$ cat src/hdl/issue_defs.svh
// ------------------------------
// Global sizes of the issue stage
//   data path width
//   register file size
//   scoreboard depth and index width
// ------------------------------
`ifndef ISSUE_DEFS_SVH
`define ISSUE_DEFS_SVH

// Operand and result width in bits
`define ISSUE_XLEN 16

// General purpose registers, register zero included
`define ISSUE_NR_REGS 8

// In-flight instructions held by the scoreboard
`define ISSUE_NR_SB_ENTRIES 4

// Bits needed to index one scoreboard entry
`define ISSUE_TRANS_ID_BITS 2

`endif

$ cat src/hdl/issue_pkg.sv
// ------------------------------
// Issue stage package
//   data, register and transaction id types
//   functional unit select enum
//   operand read FSM states
// ------------------------------
`default_nettype none

`include "issue_defs.svh"

package issue_pkg;

  // Operand or result value
  typedef logic [`ISSUE_XLEN-1:0] xlen_t;

  // Architectural register number
  typedef logic [$clog2(`ISSUE_NR_REGS)-1:0] reg_addr_t;

  // Scoreboard slot, travels through the units and back on writeback
  typedef logic [`ISSUE_TRANS_ID_BITS-1:0] trans_id_t;

  // Operation code, opaque here and passed on to the unit
  typedef logic [3:0] op_t;

  // Target functional unit
  typedef enum logic [1:0] {
    FU_ALU  = 2'd0,
    FU_LSU  = 2'd1,
    FU_MULT = 2'd2
  } fu_t;

  // Operand read control
  typedef enum logic [1:0] {
    IRO_IDLE     = 2'd0,
    IRO_STALL    = 2'd1,
    IRO_WAIT_FU  = 2'd2
  } iro_state_t;

endpackage

`default_nettype wire

$ cat src/hdl/scoreboard.sv
// ------------------------------
// Scoreboard
//   four entry ring of in-flight instructions
//   decode accept, issue offer, writeback capture
//   per entry forwarding view and commit offer
// ------------------------------
`default_nettype none

`include "issue_defs.svh"

module scoreboard
  import issue_pkg::*;
(
  input  wire logic      clk_i,
  input  wire logic      rst_n_i,
  input  wire logic      flush_i,
  // Decode side
  input  wire logic      decoded_valid_i,
  input  wire fu_t       decoded_fu_i,
  input  wire op_t       decoded_op_i,
  input  wire reg_addr_t decoded_rd_i,
  input  wire reg_addr_t decoded_rs1_i,
  input  wire reg_addr_t decoded_rs2_i,
  output logic           decoded_ack_o,
  output logic           sb_full_o,
  // Oldest unissued entry towards operand read
  output logic           issue_valid_o,
  output fu_t            issue_fu_o,
  output op_t            issue_op_o,
  output reg_addr_t      issue_rd_o,
  output reg_addr_t      issue_rs1_o,
  output reg_addr_t      issue_rs2_o,
  output trans_id_t      issue_id_o,
  input  wire logic      issue_ack_i,
  // Writeback from the functional units
  input  wire logic      wb_valid_i,
  input  wire trans_id_t wb_id_i,
  input  wire xlen_t     wb_data_i,
  // Forwarding view, one slot per entry
  output logic [`ISSUE_NR_SB_ENTRIES-1:0] fwd_busy_o,
  output logic [`ISSUE_NR_SB_ENTRIES-1:0] fwd_done_o,
  output reg_addr_t      fwd_rd_o [`ISSUE_NR_SB_ENTRIES],
  output xlen_t          fwd_result_o [`ISSUE_NR_SB_ENTRIES],
  // Commit side
  output logic           commit_valid_o,
  output reg_addr_t      commit_rd_o,
  output xlen_t          commit_result_o,
  input  wire logic      commit_ack_i
);

  // Entry status bits
  logic [`ISSUE_NR_SB_ENTRIES-1:0] valid_q, issued_q, done_q;

  // Entry payload, no reset needed
  fu_t       fu_q     [`ISSUE_NR_SB_ENTRIES];
  op_t       op_q     [`ISSUE_NR_SB_ENTRIES];
  reg_addr_t rd_q     [`ISSUE_NR_SB_ENTRIES];
  reg_addr_t rs1_q    [`ISSUE_NR_SB_ENTRIES];
  reg_addr_t rs2_q    [`ISSUE_NR_SB_ENTRIES];
  xlen_t     result_q [`ISSUE_NR_SB_ENTRIES];

  // Ring pointers and occupancy
  trans_id_t commit_ptr_q, issue_ptr_q, write_ptr_q;
  logic [`ISSUE_TRANS_ID_BITS:0] count_q;

  logic accept, issue_fire, commit_fire, wb_fire;

  assign sb_full_o     = (count_q == `ISSUE_NR_SB_ENTRIES);
  assign decoded_ack_o = ~sb_full_o;
  assign accept        = decoded_valid_i & decoded_ack_o;

  // Oldest entry not yet handed to operand read
  assign issue_valid_o = valid_q[issue_ptr_q] & ~issued_q[issue_ptr_q];
  assign issue_fu_o    = fu_q[issue_ptr_q];
  assign issue_op_o    = op_q[issue_ptr_q];
  assign issue_rd_o    = rd_q[issue_ptr_q];
  assign issue_rs1_o   = rs1_q[issue_ptr_q];
  assign issue_rs2_o   = rs2_q[issue_ptr_q];
  assign issue_id_o    = issue_ptr_q;
  assign issue_fire    = issue_valid_o & issue_ack_i;

  // Stale ids after a flush are ignored
  assign wb_fire = wb_valid_i & valid_q[wb_id_i];

  // Commit offer for the head entry once it has a result
  assign commit_valid_o  = valid_q[commit_ptr_q] & done_q[commit_ptr_q];
  assign commit_rd_o     = rd_q[commit_ptr_q];
  assign commit_result_o = result_q[commit_ptr_q];
  assign commit_fire     = commit_valid_o & commit_ack_i;

  // Busy means issued without result yet
  always_comb begin
    for (int i = 0; i < `ISSUE_NR_SB_ENTRIES; i++) begin
      fwd_busy_o[i]   = valid_q[i] & issued_q[i] & ~done_q[i];
      fwd_done_o[i]   = valid_q[i] & done_q[i];
      fwd_rd_o[i]     = rd_q[i];
      fwd_result_o[i] = result_q[i];
    end
  end

  // ------------------------------
  // Control state
  // ------------------------------
  always_ff @(posedge clk_i or negedge rst_n_i) begin
    if (!rst_n_i) begin
      valid_q      <= '0;
      issued_q     <= '0;
      done_q       <= '0;
      commit_ptr_q <= '0;
      issue_ptr_q  <= '0;
      write_ptr_q  <= '0;
      count_q      <= '0;
    end else if (flush_i) begin
      // Drop everything in flight
      valid_q      <= '0;
      issued_q     <= '0;
      done_q       <= '0;
      commit_ptr_q <= '0;
      issue_ptr_q  <= '0;
      write_ptr_q  <= '0;
      count_q      <= '0;
    end else begin
      if (accept) begin
        valid_q[write_ptr_q]  <= 1'b1;
        issued_q[write_ptr_q] <= 1'b0;
        done_q[write_ptr_q]   <= 1'b0;
        write_ptr_q           <= write_ptr_q + 1'b1;
      end
      if (issue_fire) begin
        issued_q[issue_ptr_q] <= 1'b1;
        issue_ptr_q           <= issue_ptr_q + 1'b1;
      end
      if (wb_fire) begin
        done_q[wb_id_i] <= 1'b1;
      end
      // Head slot is freed, never the one being written
      if (commit_fire) begin
        valid_q[commit_ptr_q] <= 1'b0;
        commit_ptr_q          <= commit_ptr_q + 1'b1;
      end
      count_q <= count_q + {{`ISSUE_TRANS_ID_BITS{1'b0}}, accept}
                         - {{`ISSUE_TRANS_ID_BITS{1'b0}}, commit_fire};
    end
  end

  // Payload capture on accept and writeback
  always_ff @(posedge clk_i) begin
    if (accept) begin
      fu_q[write_ptr_q]  <= decoded_fu_i;
      op_q[write_ptr_q]  <= decoded_op_i;
      rd_q[write_ptr_q]  <= decoded_rd_i;
      rs1_q[write_ptr_q] <= decoded_rs1_i;
      rs2_q[write_ptr_q] <= decoded_rs2_i;
    end
    if (wb_fire) begin
      result_q[wb_id_i] <= wb_data_i;
    end
  end

endmodule

`default_nettype wire

$ cat src/hdl/issue_read_operands.sv
// ------------------------------
// Operand read and dispatch
//   RAW hazard check against older entries
//   forwarding or register file operand select
//   registered unit valids held under back-pressure
// ------------------------------
`default_nettype none

`include "issue_defs.svh"

module issue_read_operands
  import issue_pkg::*;
(
  input  wire logic      clk_i,
  input  wire logic      rst_n_i,
  input  wire logic      flush_i,
  // Offered instruction
  input  wire logic      issue_valid_i,
  input  wire fu_t       issue_fu_i,
  input  wire op_t       issue_op_i,
  input  wire reg_addr_t issue_rs1_i,
  input  wire reg_addr_t issue_rs2_i,
  input  wire trans_id_t issue_id_i,
  output logic           issue_ack_o,
  // Forwarding view from the scoreboard
  input  wire logic [`ISSUE_NR_SB_ENTRIES-1:0] fwd_busy_i,
  input  wire logic [`ISSUE_NR_SB_ENTRIES-1:0] fwd_done_i,
  input  wire reg_addr_t fwd_rd_i [`ISSUE_NR_SB_ENTRIES],
  input  wire xlen_t     fwd_result_i [`ISSUE_NR_SB_ENTRIES],
  // Register file read ports
  output reg_addr_t      raddr_a_o,
  output reg_addr_t      raddr_b_o,
  input  wire xlen_t     rdata_a_i,
  input  wire xlen_t     rdata_b_i,
  // Functional unit dispatch
  input  wire logic      alu_ready_i,
  input  wire logic      lsu_ready_i,
  input  wire logic      mult_ready_i,
  output logic           alu_valid_o,
  output logic           lsu_valid_o,
  output logic           mult_valid_o,
  output op_t            fu_op_o,
  output trans_id_t      fu_trans_id_o,
  output xlen_t          operand_a_o,
  output xlen_t          operand_b_o,
  output logic           stall_issue_o
);

  iro_state_t state_q, state_d;
  logic  stall_a, stall_b, hazard, out_free, dispatch;
  xlen_t opnd_a, opnd_b;

  // Source n resolves to the youngest issued entry writing it
  // Issue is in order so every issued entry is older than the offer
  function automatic void resolve_src(input reg_addr_t rs, input xlen_t rf_val,
                                      output logic stall, output xlen_t val);
    trans_id_t idx;
    logic      found;
    stall = 1'b0;
    val   = rf_val;
    found = 1'b0;
    if (rs != '0) begin
      // Walk back from the entry just before the offer
      for (int k = 1; k < `ISSUE_NR_SB_ENTRIES; k++) begin
        idx = issue_id_i - trans_id_t'(k);
        if (!found && (fwd_busy_i[idx] || fwd_done_i[idx]) && fwd_rd_i[idx] == rs) begin
          found = 1'b1;
          stall = fwd_busy_i[idx];
          val   = fwd_result_i[idx];
        end
      end
    end
  endfunction

  assign raddr_a_o = issue_rs1_i;
  assign raddr_b_o = issue_rs2_i;

  always_comb begin
    resolve_src(issue_rs1_i, rdata_a_i, stall_a, opnd_a);
    resolve_src(issue_rs2_i, rdata_b_i, stall_b, opnd_b);
  end

  assign hazard        = stall_a | stall_b;
  assign stall_issue_o = issue_valid_i & hazard;

  // Dispatch slot is free unless a held valid is still waiting for ready
  assign out_free = (state_q != IRO_WAIT_FU) |
                    (alu_valid_o & alu_ready_i) |
                    (lsu_valid_o & lsu_ready_i) |
                    (mult_valid_o & mult_ready_i);

  assign dispatch    = issue_valid_i & ~hazard & out_free & ~flush_i;
  assign issue_ack_o = dispatch;

  // ------------------------------
  // FSM next state
  // ------------------------------
  always_comb begin
    state_d = IRO_IDLE;
    if (flush_i) begin
      state_d = IRO_IDLE;
    end else if (dispatch || !out_free) begin
      state_d = IRO_WAIT_FU;
    end else if (issue_valid_i && hazard) begin
      state_d = IRO_STALL;
    end
  end

  // Unit valids, pulse when ready, held otherwise
  always_ff @(posedge clk_i or negedge rst_n_i) begin
    if (!rst_n_i) begin
      state_q      <= IRO_IDLE;
      alu_valid_o  <= 1'b0;
      lsu_valid_o  <= 1'b0;
      mult_valid_o <= 1'b0;
    end else begin
      state_q <= state_d;
      if (flush_i || out_free) begin
        alu_valid_o  <= dispatch && (issue_fu_i == FU_ALU);
        lsu_valid_o  <= dispatch && (issue_fu_i == FU_LSU);
        mult_valid_o <= dispatch && (issue_fu_i == FU_MULT);
      end
    end
  end

  // Dispatch payload, stable while held
  always_ff @(posedge clk_i) begin
    if (dispatch) begin
      fu_op_o       <= issue_op_i;
      fu_trans_id_o <= issue_id_i;
      operand_a_o   <= opnd_a;
      operand_b_o   <= opnd_b;
    end
  end

endmodule

`default_nettype wire

$ cat src/hdl/register_file.sv
// ------------------------------
// General purpose registers
//   two combinational reads, one write
//   register zero reads zero
// ------------------------------
`default_nettype none

`include "issue_defs.svh"

module register_file
  import issue_pkg::*;
(
  input  wire logic      clk_i,
  input  wire logic      rst_n_i,
  input  wire reg_addr_t raddr_a_i,
  input  wire reg_addr_t raddr_b_i,
  output xlen_t          rdata_a_o,
  output xlen_t          rdata_b_o,
  input  wire logic      we_i,
  input  wire reg_addr_t waddr_i,
  input  wire xlen_t     wdata_i
);

  xlen_t regs_q [`ISSUE_NR_REGS];

  // Write port, register zero never written so it stays cleared
  always_ff @(posedge clk_i or negedge rst_n_i) begin
    if (!rst_n_i) begin
      for (int i = 0; i < `ISSUE_NR_REGS; i++) begin
        regs_q[i] <= '0;
      end
    end else if (we_i && waddr_i != '0) begin
      regs_q[waddr_i] <= wdata_i;
    end
  end

  // No write-through, the written value shows after the edge
  assign rdata_a_o = regs_q[raddr_a_i];
  assign rdata_b_o = regs_q[raddr_b_i];

endmodule

`default_nettype wire

$ cat src/hdl/issue_stage.sv
// ------------------------------
// Issue stage top
//   scoreboard, operand read, register file
// ------------------------------
`default_nettype none

`include "issue_defs.svh"

module issue_stage
  import issue_pkg::*;
(
  input  wire logic      clk_i,
  input  wire logic      rst_n_i,
  input  wire logic      flush_i,
  // Decode
  input  wire logic      decoded_valid_i,
  input  wire fu_t       decoded_fu_i,
  input  wire op_t       decoded_op_i,
  input  wire reg_addr_t decoded_rd_i,
  input  wire reg_addr_t decoded_rs1_i,
  input  wire reg_addr_t decoded_rs2_i,
  output logic           decoded_ack_o,
  output logic           sb_full_o,
  // Functional units
  input  wire logic      alu_ready_i,
  input  wire logic      lsu_ready_i,
  input  wire logic      mult_ready_i,
  output logic           alu_valid_o,
  output logic           lsu_valid_o,
  output logic           mult_valid_o,
  output op_t            fu_op_o,
  output trans_id_t      fu_trans_id_o,
  output xlen_t          operand_a_o,
  output xlen_t          operand_b_o,
  output logic           stall_issue_o,
  // Writeback
  input  wire logic      wb_valid_i,
  input  wire trans_id_t wb_id_i,
  input  wire xlen_t     wb_data_i,
  // Commit and register file write
  output logic           commit_valid_o,
  output reg_addr_t      commit_rd_o,
  output xlen_t          commit_result_o,
  input  wire logic      commit_ack_i,
  input  wire logic      we_i,
  input  wire reg_addr_t waddr_i,
  input  wire xlen_t     wdata_i
);

  // ------------------------------
  // Scoreboard to operand read
  // ------------------------------
  logic      issue_valid, issue_ack;
  fu_t       issue_fu;
  op_t       issue_op;
  reg_addr_t issue_rs1, issue_rs2;
  trans_id_t issue_id;

  logic [`ISSUE_NR_SB_ENTRIES-1:0] fwd_busy, fwd_done;
  reg_addr_t fwd_rd [`ISSUE_NR_SB_ENTRIES];
  xlen_t     fwd_result [`ISSUE_NR_SB_ENTRIES];

  // Register file read ports
  reg_addr_t raddr_a, raddr_b;
  xlen_t     rdata_a, rdata_b;

  scoreboard i_scoreboard (
    .clk_i, .rst_n_i, .flush_i,
    .decoded_valid_i, .decoded_fu_i, .decoded_op_i,
    .decoded_rd_i, .decoded_rs1_i, .decoded_rs2_i,
    .decoded_ack_o, .sb_full_o,
    .issue_valid_o  (issue_valid),
    .issue_fu_o     (issue_fu),
    .issue_op_o     (issue_op),
    // Destination stays inside the scoreboard for forwarding and commit
    .issue_rd_o     (),
    .issue_rs1_o    (issue_rs1),
    .issue_rs2_o    (issue_rs2),
    .issue_id_o     (issue_id),
    .issue_ack_i    (issue_ack),
    .wb_valid_i, .wb_id_i, .wb_data_i,
    .fwd_busy_o     (fwd_busy),
    .fwd_done_o     (fwd_done),
    .fwd_rd_o       (fwd_rd),
    .fwd_result_o   (fwd_result),
    .commit_valid_o, .commit_rd_o, .commit_result_o, .commit_ack_i
  );

  issue_read_operands i_issue_read_operands (
    .clk_i, .rst_n_i, .flush_i,
    .issue_valid_i  (issue_valid),
    .issue_fu_i     (issue_fu),
    .issue_op_i     (issue_op),
    .issue_rs1_i    (issue_rs1),
    .issue_rs2_i    (issue_rs2),
    .issue_id_i     (issue_id),
    .issue_ack_o    (issue_ack),
    .fwd_busy_i     (fwd_busy),
    .fwd_done_i     (fwd_done),
    .fwd_rd_i       (fwd_rd),
    .fwd_result_i   (fwd_result),
    .raddr_a_o      (raddr_a),
    .raddr_b_o      (raddr_b),
    .rdata_a_i      (rdata_a),
    .rdata_b_i      (rdata_b),
    .alu_ready_i, .lsu_ready_i, .mult_ready_i,
    .alu_valid_o, .lsu_valid_o, .mult_valid_o,
    .fu_op_o, .fu_trans_id_o, .operand_a_o, .operand_b_o,
    .stall_issue_o
  );

  // Written by the external commit stage
  register_file i_register_file (
    .clk_i, .rst_n_i,
    .raddr_a_i      (raddr_a),
    .raddr_b_i      (raddr_b),
    .rdata_a_o      (rdata_a),
    .rdata_b_o      (rdata_b),
    .we_i, .waddr_i, .wdata_i
  );

endmodule

`default_nettype wire

$ cat config.mk
export PLATFORM = sky130hd
export DESIGN_NAME = issue_stage
export DESIGN_NICKNAME = d
export VERILOG_FILES = /design/src/hdl/issue_pkg.sv /design/src/hdl/scoreboard.sv /design/src/hdl/issue_read_operands.sv /design/src/hdl/register_file.sv /design/src/hdl/issue_stage.sv
export VERILOG_INCLUDE_DIRS = /design/src /design/src/hdl
export SDC_FILE = /design/constraint.sdc
export NUM_CORES = 1
export LEC_CHECK = 0
export ABC_AREA = 1
export BUFFER_PORTS_ARGS = -buffer_cell sky130_fd_sc_hd__clkbuf_2
export CORE_MARGIN = 2
export CORE_UTILIZATION = 39
export DETAILED_ROUTE_END_ITERATION = 10
export GPL_TIMING_DRIVEN = 0
export PLACE_DENSITY = 0.57
export RECOVER_POWER = 50
export REMOVE_ABC_BUFFERS = 1
export SLEW_MARGIN = 20
export SYNTH_ARGS = -nofsm -noshare
export SYNTH_HDL_FRONTEND = slang
export SYNTH_SLANG_ARGS = --single-unit
$ cat constraint.sdc
create_clock -name clk_i -period 3.7 [get_ports clk_i]
set_input_delay 0.37 -clock clk_i [delete_from_list [all_inputs] [get_ports clk_i]]
set_output_delay 0.37 -clock clk_i [all_outputs]
set_load 0.05 [all_outputs]
**Word-level counts from Yosys, hierarchy flattened**

Memories as Yosys holds them, arrays and structs flattened. A register that Yosys moved wholly into a read port is not among the register bits.
Cells that the tools add are included.

- Add/sub/neg operators: 8
- Magnitude comparators: 18
- Equal/unequal tests: 10
- Muxes and demuxes: 107
- Bitwise gates (word level): 51
- Reductions and logical operators: 37

Operators by type and width:

| cell | count |
|---|---|
| 16-bit 2-to-1 mux | 19 |
| 128-bit bitwise mux | 1 |
| 16-bit binary-select mux with 2-bit select | 3 |
| 16-bit binary-select mux with 3-bit select | 2 |
| 16-bit demux with 3-bit select | 1 |
| 4-bit 2-to-1 mux | 12 |
| 1-bit 2-to-1 mux | 36 |
| 1-bit bitwise AND | 25 |
| 1-bit binary-select mux with 2-bit select | 11 |
| 2-bit by 3-bit less-than comparator with 1-bit output (second input constant) | 7 |
| 3-bit 2-to-1 mux | 7 |
| 1-bit logical AND | 20 |
| 3-bit binary-select mux with 2-bit select | 3 |
| 3-bit == test | 6 |
| 2-bit 2-to-1 mux | 8 |
| 4-bit bitwise AND | 3 |
| 4-bit >= comparator (second input constant) | 3 |
| 3-bit NOT with 4-bit output | 3 |
| 4-bit bitwise OR | 3 |
| 3-bit >= comparator (second input constant) | 3 |
| 2-bit NOT with 3-bit output | 3 |
| 3-bit nonzero test | 3 |
| 1-bit demux with 2-bit select | 4 |
| 2-bit by 1-bit >= comparator with 1-bit output (second input constant) | 4 |
| 17 further kinds | 41 |

- Register bits after elaboration: 188
- Bits in writable memories: 124
- Bits of input ports: 62
- Output and inout port bits: 64
- Logic and storage cells: 259
- Memories kept: 6

Memory list:

| memory | words | bits a word | read ports | clocked after Yosys merged registers in | wr ports | RTL line | RTL |
|---|---|---|---|---|---|---|---|
| i_scoreboard.result_q | 4 | 16 | 5 | 0 | 1 | scoreboard.sv:60 | `` xlen_t result_q [`ISSUE_NR_SB_ENTRIES]; `` |
| i_scoreboard.op_q | 4 | 4 | 1 | 1 | 1 | scoreboard.sv:56 | `` op_t op_q [`ISSUE_NR_SB_ENTRIES]; `` |
| i_scoreboard.rd_q | 4 | 3 | 5 | 0 | 1 | scoreboard.sv:57 | `` reg_addr_t rd_q [`ISSUE_NR_SB_ENTRIES]; `` |
| i_scoreboard.rs1_q | 4 | 3 | 1 | 0 | 1 | scoreboard.sv:58 | `` reg_addr_t rs1_q [`ISSUE_NR_SB_ENTRIES]; `` |
| i_scoreboard.rs2_q | 4 | 3 | 1 | 0 | 1 | scoreboard.sv:59 | `` reg_addr_t rs2_q [`ISSUE_NR_SB_ENTRIES]; `` |
| i_scoreboard.fu_q | 4 | 2 | 1 | 0 | 1 | scoreboard.sv:55 | `` fu_t fu_q [`ISSUE_NR_SB_ENTRIES]; `` |

**Logic depth before layout (Yosys ltp)**

Gate-level depths: netlist (run 1).

- Depth in word-level cells: 27
- Mapped depth: 22
- Mapped depth without buffers: 18

**Hierarchy**

A second synthesis (run 1) with hierarchy kept.

- Cells, all modules: 2,459
- Area total of the unflattened synthesis: 18,566.6 µm²

By module, submodules not included:

| module | times used | cells an instance | area each (µm²) | seq. area each (µm²) |
|---|---|---|---|---|
| register_file | 1 | 1,144 | 7,424.6 | 3,203.1 |
| scoreboard | 1 | 495 | 5,992.0 | 4,249.1 |
| issue_read_operands | 1 | 820 | 5,149.9 | 1,266.2 |

**Worst setup path before layout (run 1)**

Ideal clock, no wire load.

- Path type: register to output
- From: reg i_scoreboard.issue_ptr_q[0], in the netlist i_scoreboard.issue_id_o[0]
- To: out stall_issue_o
- Data arrival time: 3,668 ps
- Data required time: 3,330 ps
- Setup slack: -338 ps
- Cell stages (with the launch flop): 17
- Buffers on the path: 6
- Cells stage by stage: dfrtp_1 -> inv_2 -> buf_6 -> buf_2 -> clkbuf_1 -> clkbuf_1 -> ha_1 -> buf_2 -> buf_4 -> nand3_1 -> nand2_1 -> xnor2_1 -> nor2_2 -> nand3_2 -> nand3_1 -> nand3_2 -> a21oi_1

- Cells in the longest elaborated chain, start to end: 21
- Elaborated cells on any way between the ends: 78
- Those cells by class: add/sub (3); eq/ne (6); mux (41); bitwise (7); reduce/logical (19); memory (2)

RTL lines:

| item | RTL line | RTL |
|---|---|---|
| start, declared | scoreboard.sv:63 | `trans_id_t commit_ptr_q, issue_ptr_q, write_ptr_q;` |
| start signal, assigned | scoreboard.sv:131 | `issue_ptr_q <= issue_ptr_q + 1'b1;` |
| 2-bit by 1-bit subtractor with 2-bit output | issue_read_operands.sv:65 | `idx = issue_id_i - trans_id_t'(k);` |
| 2-bit NOT with 3-bit output (implied by the code) | issue_read_operands.sv:66 | `if (!found && (fwd_busy_i[idx] \|\| fwd_done_i[idx]) && fwd_rd_i[idx] == rs) begin` |
| 3-bit binary-select mux with 2-bit select | issue_read_operands.sv:66 |  |
| 3-bit 2-to-1 mux (implied by the code) (2 in series) | issue_read_operands.sv:66 |  |
| 3-bit == test | issue_read_operands.sv:66 |  |
| 1-bit logical AND | issue_read_operands.sv:66 |  |
| 1-bit 2-to-1 mux | issue_read_operands.sv:66 |  |
| 1-bit 2-to-1 mux | issue_read_operands.sv:62 | `if (rs != '0) begin` |
| [3 not listed] | -- |  |
| 1-bit 2-to-1 mux | issue_read_operands.sv:66 |  |
| 1-bit 2-to-1 mux | issue_read_operands.sv:62 |  |
| 1-bit zero test | issue_read_operands.sv:66 |  |
| 1-bit logical AND (2 in series) | issue_read_operands.sv:66 |  |
| 1-bit 2-to-1 mux | issue_read_operands.sv:66 |  |
| 1-bit 2-to-1 mux | issue_read_operands.sv:62 |  |
| 1-bit bitwise OR | issue_read_operands.sv:83 | `assign hazard = stall_a \| stall_b;` |
| 1-bit bitwise AND (*) | issue_read_operands.sv:84 | `assign stall_issue_o = issue_valid_i & hazard;` |
| end, declared | issue_stage.sv:35 | `output logic stall_issue_o,` |

Every way passes the cells marked *; elsewhere a longest branch is shown, timed or not. The select of a mux whose other input is x is not followed.

**Worst setup path in the final report (run 1)**

Same ends and word-level chain as after synthesis.

==> results of run 1 <==
per-layer routing:
| layer | track usage | wire length (µm) | vias to the layer above | share of wire |
|---|---|---|---|---|
| li1 | - | - | 7517 | - |
| met1 | 0.315 | 24000 | 7478 | 0.43 |
| met2 | 0.373 | 25400 | 635 | 0.46 |
| met3 | 0.0426 | 3860 | 148 | 0.069 |
| met4 | 0.0977 | 2420 | 0 | 0.043 |
| met5 | 0 | 0 | - | 0 |
per-stage QoR:
step	setup TNS [ns]	hold slack, ns	cell area, µm²	utilization
floorplan	-302.94	0.0744	16700	-
global placement	-734.94	0.365	18000	0.410
detailed placement	-178.79	0.366	18400	0.418
CTS	-0.0352	0.000735	20100	0.456
global route	-0.535	0.0600	20400	0.464
finish	0	0.0561	20400	0.464
where the power goes:
part / switching [mW] / internal, mW / leakage [nW] / total, mW
registers: 0.280 / 4.36 / 3.44 / 4.64
clock network: 1.50 / 2.00 / 0.563 / 3.50
logic: 4.83 / 2.08 / 4.68 / 6.91
worst min path at each step:
stage | slack (ns) | cells after the start | startpoint | to
global placement | 0.36 | 0 | i_register_file.regs_q[118] | i_register_file.regs_q[118]
finish | 0.06 | 1 | decoded_op_i[1] | i_scoreboard.op_q[3][1]
global route | 0.06 | 1 | wb_data_i[7] | i_scoreboard.result_q[0][7]
detailed placement | 0.37 | 0 | i_register_file.regs_q[118] | i_register_file.regs_q[118]
CTS | 0.0007 | 1 | wb_data_i[13] | i_scoreboard.result_q[1][13]
floorplan | 0.07 | 0 | rst_n_i | i_issue_read_operands.alu_valid_o
timing repair:
action / 4_1_cts / 5_1_grt
hold buffers: 3 / 0
setup endpoints to repair: 82 / 40
hold endpoints to repair: 89 / 0
cloned: 8 / 6
buffers inserted: 17 / 23
pin swaps: 9 / 11
resized for setup: 46 / 28
cell usage after synthesis (2+ instances only):
| cell type | instances |
|---|---|
| xnor2_1 | 5 |
| nor2_2 | 2 |
| nand3_2 | 4 |
| o21ai_0 | 356 |
| o22ai_1 | 40 |
| nand3_1 | 119 |
| o221ai_1 | 2 |
| a21oi_1 | 157 |
| dfrtp_1 | 154 |
| buf_1 | 16 |
| nor3_1 | 4 |
| o2111ai_1 | 16 |
| edfxtp_1 | 162 |
| inv_1 | 154 |
| nor2_1 | 132 |
| nand4_1 | 23 |
| buf_4 | 8 |
| clkbuf_1 | 98 |
| nand2_2 | 6 |
| nor2_4 | 2 |
| buf_2 | 31 |
| a31oi_1 | 12 |
| ha_1 | 14 |
| a22o_1 | 2 |
| inv_2 | 9 |
| mux2i_1 | 22 |
| or2_2 | 11 |
| o211ai_1 | 22 |
| a32oi_1 | 3 |
| nand2_1 | 549 |
| o21ai_1 | 10 |
cell usage in the layout, fill, tap and decap left out, drive strengths merged, types with 3 or more instances in the layout:
cell type | Yosys | routed
o22ai | 40 | 40
a31oi | 12 | 12
nor3 | 5 | 5
xnor2 | 5 | 5
nor2 | 136 | 136
or2 | 11 | 11
buf | 56 | 55
edfxtp | 162 | 162
ha | 14 | 14
clkinv | 1 | 22
a21oi | 157 | 157
inv | 163 | 164
o2111ai | 16 | 16
dlygate4sd3 | 0 | 3
mux2i | 22 | 22
o21ai | 366 | 366
dfrtp | 154 | 154
nand4 | 23 | 23
o211ai | 22 | 22
clkbuf | 98 | 174
a32oi | 3 | 3
nand2 | 555 | 560
nand3 | 124 | 125
sequential cells by signal, indices dropped and copies added, names as in the netlist, 2 cells and up:
register	cells
i_issue_read_operands.operand_a_o	16
i_scoreboard.op_q	16
i_issue_read_operands.fu_op_o	4
i_scoreboard.rs2_q	12
i_scoreboard.issue_id_o	2
i_issue_read_operands.state_q	2
i_scoreboard.commit_ptr_q	2
i_scoreboard.write_ptr_q	2
i_issue_read_operands.operand_b_o	16
i_scoreboard.fu_q	8
i_scoreboard.valid_q	4
i_scoreboard.count_q	3
i_scoreboard.issued_q	4
i_scoreboard.rd_q	12
i_register_file.regs_q	128
i_scoreboard.done_q	4
i_scoreboard.result_q	64
i_issue_read_operands.fu_trans_id_o	2
i_scoreboard.rs1_q	12
cell families (layout without fill, tap and decap cells):
logic type,after synthesis,after routing,synth area share
AO/OA/AOI/OAI,624,624,0.193
buffers and inverters,318,423,0.0733
multiplexers,22,22,0.0127
adder cells (fa/ha/maj),15,15,0.0113
flip-flops,316,316,0.503
XOR/XNOR,5,5,0.00253
AND/OR/NAND/NOR,855,861,0.204
critical path, delay by kind of cell (launching register included):
family	cells	cell delay (ns)
adders and majority gates	1	0.30
AOI/OAI and AO/OA	1	0.17
DFF	1	0.53
buffers and inverters	6	0.80
and+or+nand+nor	9	0.89
layout make-up:
class                   count  area, µm²  area share
multi-input cells        1527       7660       0.375
clock buffers              45        997      0.0488
inverters                 164        708      0.0347
well taps                 592        741      0.0363
flip-flops and latches    316       8730       0.427
repair inverters            4       45.0     0.00220
clock inverters            21        153     0.00747
repair buffers            189       1400      0.0685
==> flow_summary.yaml, run 1 <==
yosys:
  synth_area_um2: 17300
  synth_flop_cell: "edfxtp_1"
  ys_seq_elements: 316
  synth_top_cell_by_area: "edfxtp_1"
  postSynth.asyncResetShare: 0.487
  synthCells: 2155
  synth_area_leaders: "edfxtp_1 28%, dfrtp_1 22%, nand2_1 12%, o21ai_0 10%, a21oi_1 4.5%"
  synth_top_area_frac: 0.281
  yosys_warnings: 0
  syn_avg_cell_area_um2: 8.04
  yosysUniqueCellTypes: 41
  synth-edff-count: 162
  yosysSeqAreaShare: 0.503
final_layout:
  finalNonFillerCells: 2858
  drive_gt1_frac: 0.124
  n_fill_cell: 4272
  diodes: 0
  syn2layout_area_growth_pct: 18.0
  fin_nets: 2316
global_route:
  antenna_found_initial: 0
  grtUsageTotal: 0.234
  grt_pass1_wl_mm: 84.9
  grt_pass1_vias: 14853
  grt_max_degree: 84
  globalRoute.totalOverflow: 0
sta:
  worst_pin_slew_ns: 2.16
  relSlewSlack: -0.438
  finalHoldViolCount: 0
  final_max_slew_viol_count: 83
  period_share: 0.983
  setup_slack_ns: 0.0633
  fin_skew_ns: 0.0264
  clock.fmax_ghz: 0.275
  fin_crit_ns: 3.64
  setup_viol: 0
route:
  vias_per_cell: 5.52
  vias: 15778
  wl_mm: 55.7
  drc_errors: 0
  final_antenna_net_count: 0
  firstDrtPassIters: 6
  drtIter0Drc: 1417
  wire_per_inst_um: 19.5
clock_network:
  cts_tree: "yes"
  clock-sinks: 316
  insertion_delay_ns: 0.57
  cts_max_level: 2
  clk_path_buf_depth: 3
  cts_root_buf: "clkbuf_16"
  clk_pin_slew_worst_paths_ns: 0.06
  cts_buffers: 37
flow_run:
  cap_viol_max_count: 1
floorplan:
  io_pins: 126
  die_h_um: 215
  die_w_um: 215
  die_area_um2: 46100
  start_util: 0.393
  placementRows: 77
  core-area_um2: 44000
critical_path:
  required_ns: 3.33
  r2r_end: "i_issue_read_operands.operand_b_o[6]"
  endpoint_kind: "primary output"
  r2r_cells: 18
  slowest_stage: "dfrtp_4"
  path_cells: "clkinv_16, buf_16, ha_4, buf_12, buf_6, nand3_2, nand2_2, nand2_2, nand2_1, nor2_2, nand3_4, inv_8, nand2_1, nand3_1, nand2_2, a21oi_4, buf_8"
  crit_type: "flip-flop to primary output"
  crit_path_frequent_cell: "nand2_2"
  endpoint: "stall_issue_o"
  startpoint: "i_scoreboard.issue_id_o[0]"
  path_max_fanout: 11
  start_kind: "flip-flop"
  r2r_slack_ns: 0.13
  crit-reg2reg-launch: "i_scoreboard.issue_id_o[0]"
  cp.arrival_ns: 3.27
  critPathMaxStageDelay_ns: 0.53
run_status:
  violations: "max-capacitance violations, max-slew violations"
  status: "finished, violations left"
min_path:
  hold_path_class: "primary input to flip-flop"
placed_design:
  port_buffers: 125
  place_congestion: 0.843
  dp_cells: 2735
  pre_cts_ws_ns: -2.64
  place_hpwl_mm: 32.9
power:
  report.power.total_mw: 15.0
  leakage_nw: 8.68
  power.density_nw_per_um2: 736
  peakVddDrop_v: 0.000383
(Power assumes the default switching activity.)
==> run 2: changes to the inputs <==
Settings changed: RECOVER_POWER 50 to not set.
==> run 2 against run 1 <==
Effect of this change: the flow now finishes without violations; largest power group unchanged; critical endpoint unchanged; global-route usage stayed put; first-iteration DRC count is 1.6% higher; clock power hardly changed; count of clock-buffer cells in the layout stayed put; maximum frequency is 0.11% higher; wire length hardly changed; combinational power hardly changed.
==> flow_summary.yaml, run 2 (same netlist as run 1, synthesis figures left out) <==
run_status:
  status: "complete, no violations"
floorplan:
  die_h_um: 215
  io_pins: 126
  core-area_um2: 44000
  die_area_um2: 46100
  die_w_um: 215
  start_util: 0.393
  placementRows: 77
sta:
  period_share: 0.982
  worst_pin_slew_ns: 1.06
  setup_viol: 0
  clock.fmax_ghz: 0.275
  final_max_slew_viol_count: 0
  finalHoldViolCount: 0
  fin_crit_ns: 3.63
  fin_skew_ns: 0.0249
  relSlewSlack: 0.292
  setup_slack_ns: 0.0674
final_layout:
  largest_reg_flops: 128
  syn2layout_area_growth_pct: 18.5
  regMostFlops: "i_register_file.regs_q"
  final_common_cell: "nand2_1"
  drive_gt1_frac: 0.143
  post-route-util: 0.466
  diodes: 0
  fin_nets: 2316
  top_regs: "i_register_file.regs_q x128, i_scoreboard.result_q x64"
  final_cell_mix: "536 x nand2_1, 356 x o21ai_0, 162 x edfxtp_1, 156 x a21oi_1, 152 x inv_1"
  finalNonFillerCells: 2858
  postLayoutCellArea_um2: 20500
  n_fill_cell: 4247
power:
  power.density_nw_per_um2: 733
  report.power.total_mw: 15.0
  peakVddDrop_v: 0.000384
  leakage_nw: 8.80
flow_run:
  cap_viol_max_count: 0
clock_network:
  cts_max_level: 2
  cts_buffers: 37
  insertion_delay_ns: 0.57
  clk_pin_slew_worst_paths_ns: 0.06
  cts_tree: "yes"
  cts_root_buf: "clkbuf_16"
  clk_path_buf_depth: 3
  clock-sinks: 316
placed_design:
  place_congestion: 0.843
  dp_cells: 2735
  port_buffers: 125
  place_hpwl_mm: 32.9
  place_area_um2: 18400
  pre_cts_ws_ns: -2.64
route:
  drc_errors: 0
  vias: 15802
  wl_mm: 55.8
  final_antenna_net_count: 0
  vias_per_cell: 5.53
  firstDrtPassIters: 6
  drtIter0Drc: 1440
  wire_per_inst_um: 19.5
critical_path:
  path_max_fanout: 11
  crit_path_frequent_cell: "nand2_2"
  path_cells: "clkinv_16, buf_16, ha_4, buf_12, buf_6, nand3_2, nand2_2, nand2_2, nand2_1, nor2_2, nand3_4, inv_8, nand2_1, nand3_1, nand2_2, a21oi_4, buf_8"
  crit-reg2reg-launch: "i_scoreboard.issue_id_o[0]"
  start_kind: "flip-flop"
  required_ns: 3.33
  critPathMaxStageDelay_ns: 0.53
  slowest_stage: "dfrtp_4"
  crit_type: "flip-flop to primary output"
  startpoint: "i_scoreboard.issue_id_o[0]"
  endpoint_kind: "primary output"
  cp.arrival_ns: 3.26
global_route:
  antenna_found_initial: 0
  grt_pass1_vias: 14853
  grt_max_degree: 84
  grtUsageTotal: 0.234
  grt_pass1_wl_mm: 84.9
  globalRoute.totalOverflow: 0
min_path:
  hold_path_class: "primary input to flip-flop"
  hold_start: "decoded_fu_i[1]"
-- run 2: cell count changes in the layout (fill, tap and decap cells not counted), moves of 2 or more --
| cell | previous run | this run |
|---|---|---|
| clkbuf_2 | 90 | 123 |
| clkbuf_1 | 42 | 5 |
| nand2_1 | 540 | 536 |
| nand2_2 | 9 | 13 |
| buf_4 | 35 | 37 |
-- run 2: cell type report --
cell class	count	area [µm²]	area share
multi-input combinational	1527	7680	0.374
tap	592	741	0.0361
clock inverter	21	153	0.00744
timing repair buffer	189	1470	0.0714
timing repair inverter	4	45.0	0.00220
inverter	164	708	0.0345
clock buffer	45	997	0.0486
sequential	316	8730	0.425
-- run 2: path summary, 6_finish.rpt --
check | slack [ns] | to | cells past startpoint
min | 0.02 | i_scoreboard.fu_q[1][1] | 1
min reg2reg | 0.37 | i_register_file.regs_q[112] | 0
max in group asynchronous | 2.38 | i_scoreboard.issue_id_o[1] | 3
min in group asynchronous | 0.42 | i_register_file.regs_q[27] | 2
max | 0.07 | stall_issue_o | 17
max reg2reg | 0.14 | i_issue_read_operands.operand_b_o[6] | 18
-- run 2: critical path: cells and delay by family, from the launching register on --
family | cells | cell delay (ns)
flops | 1 | 0.53
simple gates | 9 | 0.87
fa+ha+maj | 1 | 0.30
buf+inv | 6 | 0.80
compound gates | 1 | 0.17
-- run 2: report_power, final --
part           internal (mW)  switching (mW)
Combinational           2.08            4.82
Sequential              4.35           0.282
Clock                   2.00            1.50
-- run 2: per-stage QoR --
step	setup TNS (ns)	hold WS [ns]
4_1_cts	-0.0352	0.000735
3_3_place_gp	-734.94	0.365
5_1_grt	-0.535	0.00802
6_report	0	0.0238
2_1_floorplan	-302.94	0.0744
3_5_place_dp	-178.79	0.366
-- run 2: per-layer routing --
layer / vias up / track usage / routed length, µm
met3: 138 / 0.0426 / 4080
met5: - / 0 / 0
li1: 7514 / - / -
met4: 0 / 0.0977 / 2320
met1: 7499 / 0.315 / 24000
met2: 651 / 0.373 / 25400
-- run 2: what timing repair did --
item,in CTS,in global routing
endpoints found under the hold margin,89,0
buffers inserted,17,23
hold buffers,3,0
endpoints found under the setup margin,82,40
resized for setup,46,28
pin swaps,9,11
cloned,8,6
==> run 3: changes to the inputs <==
Settings changed: SYNTH_HIERARCHICAL set to 1, TNS_END_PERCENT set to 10.
==> run 3 against run 2 <==
Effect of this change: maximum frequency rose by 0.63%; the run now ends with design-rule violations left; die area increased by 6.7%; sequential power fell by 5.8%; global-route usage up 0.44 points; non-clock buffer count grew 17; core utilization up 0.29 points; critical path type unchanged.
==> flow_summary.yaml, run 3 <==
critical_path:
  start_kind: "flip-flop"
  critPathMaxStageDelay_ns: 0.51
  endpoint_kind: "primary output"
  path_max_fanout: 20
  critical_path.top_delay_family: "simple AND/OR/NAND/NOR gates"
  crit_type: "flip-flop to primary output"
  path_cells: "buf_12, buf_16, inv_16, nand2_8, nand2_8, nand2_1, nand2_2, nor2_4, nor2_4, nand3_4, buf_4, nand4_1, nand3_4, nand2_4, inv_2, nor2_2, buf_8"
  required_ns: 3.33
  crit_buf_inv: 6
  cp.arrival_ns: 3.24
  slowest_stage: "dfrtp_4"
route:
  vias_per_cell: 5.42
  vias: 17213
  drc_errors: 9
  final_antenna_net_count: 0
  firstDrtPassIters: 8
  wire_per_inst_um: 18.6
  wl_mm: 59.2
  drtIter0Drc: 1914
sta:
  final_max_slew_viol_count: 0
  relSlewSlack: 0.347
  worst_pin_slew_ns: 0.979
  finalHoldViolCount: 0
  period_share: 0.976
  rsz0062_at_grt: "yes"
  clock.fmax_ghz: 0.277
  fin_skew_ns: 0.0248
  fin_crit_ns: 3.61
  setup_viol: 0
final_layout:
  final_common_cell: "nand2_1"
  fin_nets: 2616
  syn2layout_area_growth_pct: 18.3
  final_cell_mix: "919 x nand2_1, 247 x inv_1, 223 x nand3_1, 175 x o21ai_0, 162 x edfxtp_1"
  postLayoutCellArea_um2: 21900
  regMostFlops: "i_register_file/regs_q"
  diodes: 0
  drive_gt1_frac: 0.150
  largest_reg_flops: 128
  top_regs: "i_register_file/regs_q x128, i_scoreboard/result_q x64"
clock_network:
  cts_tree: "yes"
  cts_root_buf: "clkbuf_16"
  insertion_delay_ns: 0.56
  clk_pin_slew_worst_paths_ns: 0.06
  cts_max_level: 2
  clock-sinks: 316
  cts_buffers: 38
  clk_path_buf_depth: 3
placed_design:
  place_congestion: 0.863
  place_hpwl_mm: 35.3
  port_buffers: 125
  place_area_um2: 19600
floorplan:
  die_area_um2: 49200
  core-area_um2: 46700
  placementRows: 79
  die_w_um: 222
  io_pins: 126
  start_util: 0.396
  die_h_um: 222
power:
  peakVddDrop_v: 0.000332
  leakage_nw: 10.5
  report.power.total_mw: 12.7
  power.density_nw_per_um2: 581
run_status:
  violations: "design-rule violations"
  status: "finished, violations left"
global_route:
  grt_pass1_wl_mm: 92.7
  grt_pass1_vias: 16788
  antenna_found_initial: 1
  grt_max_degree: 81
  globalRoute.totalOverflow: 0
  grtUsageTotal: 0.239
flow_run:
  cap_viol_max_count: 0
yosys:
  synth_area_um2: 18500
  yosys_warnings: 6
  syn_avg_cell_area_um2: 7.57
  synthCells: 2444
min_path:
  hold_path_class: "primary input to flip-flop"
run 3: layout make-up:
class,count,area (µm²)
repair inverters,1,11.3
repair buffers,206,1670
flip-flops and latches,316,8730
fillers,4512,24800
inverters,267,1080
well taps,607,759
clock buffers,54,1120
multi-input cells,1709,8320
clock inverters,15,181
run 3: through the flow:
stage / util / instances / hold WS, ns / worst slack (ns) / setup TNS, ns
after floorplan: - / 2283 / 0.0744 / -5.01 / -343.82
final: 0.469 / 3175 / 0.0248 / 0.0900 / 0
after global routing: 0.469 / 3175 / 0.0160 / -0.0214 / -0.0214
after detailed placement: 0.421 / 3034 / 0.367 / -1.46 / -77.21
after CTS: 0.464 / 3156 / 0.00522 / 0.00864 / 0
after global placement: 0.408 / 3015 / 0.365 / -9.67 / -824.73
run 3: timing repair:
item,CTS,global route
hold buffers,1,0
setup endpoints to repair,83,37
buffers inserted,40,18
endpoints found under the hold margin,74,0
gates resized for setup,46,31
gates cloned,12,1
pin swaps,19,13
run 3: layer usage:
layer / track usage / vias to the layer above / routed length [µm]
met5: 0 / - / 14
met4: 0.0841 / 2 / 1900
met1: 0.325 / 8179 / 25200
met3: 0.0415 / 142 / 4880
li1: - / 8151 / -
met2: 0.382 / 739 / 27200
run 3: path summary, 6_finish.rpt:
kind	slack, ns	cells past startpoint	endpoint	from
worst max-delay path	0.09	17	stall_issue_o	i_scoreboard/issue_id_o[0]
worst min-delay path	0.02	1	i_scoreboard/result_q[1][10]	wb_data_i[10]
worst max register to register	0.16	12	i_issue_read_operands/operand_b_o[3]	i_scoreboard/issue_id_o[0]
worst min register to register	0.38	0	i_register_file/regs_q[114]	i_register_file/regs_q[114]
max in group asynchronous	2.37	3	i_scoreboard/issue_id_o[0]	rst_n_i
min in group asynchronous	0.41	2	i_register_file/regs_q[50]	rst_n_i
run 3: report_power, final:
part | switching [mW] | internal [mW] | total, mW
registers | 0.186 | 4.19 | 4.37
logic | 2.98 | 1.44 | 4.42
clock network | 1.52 | 2.40 | 3.91
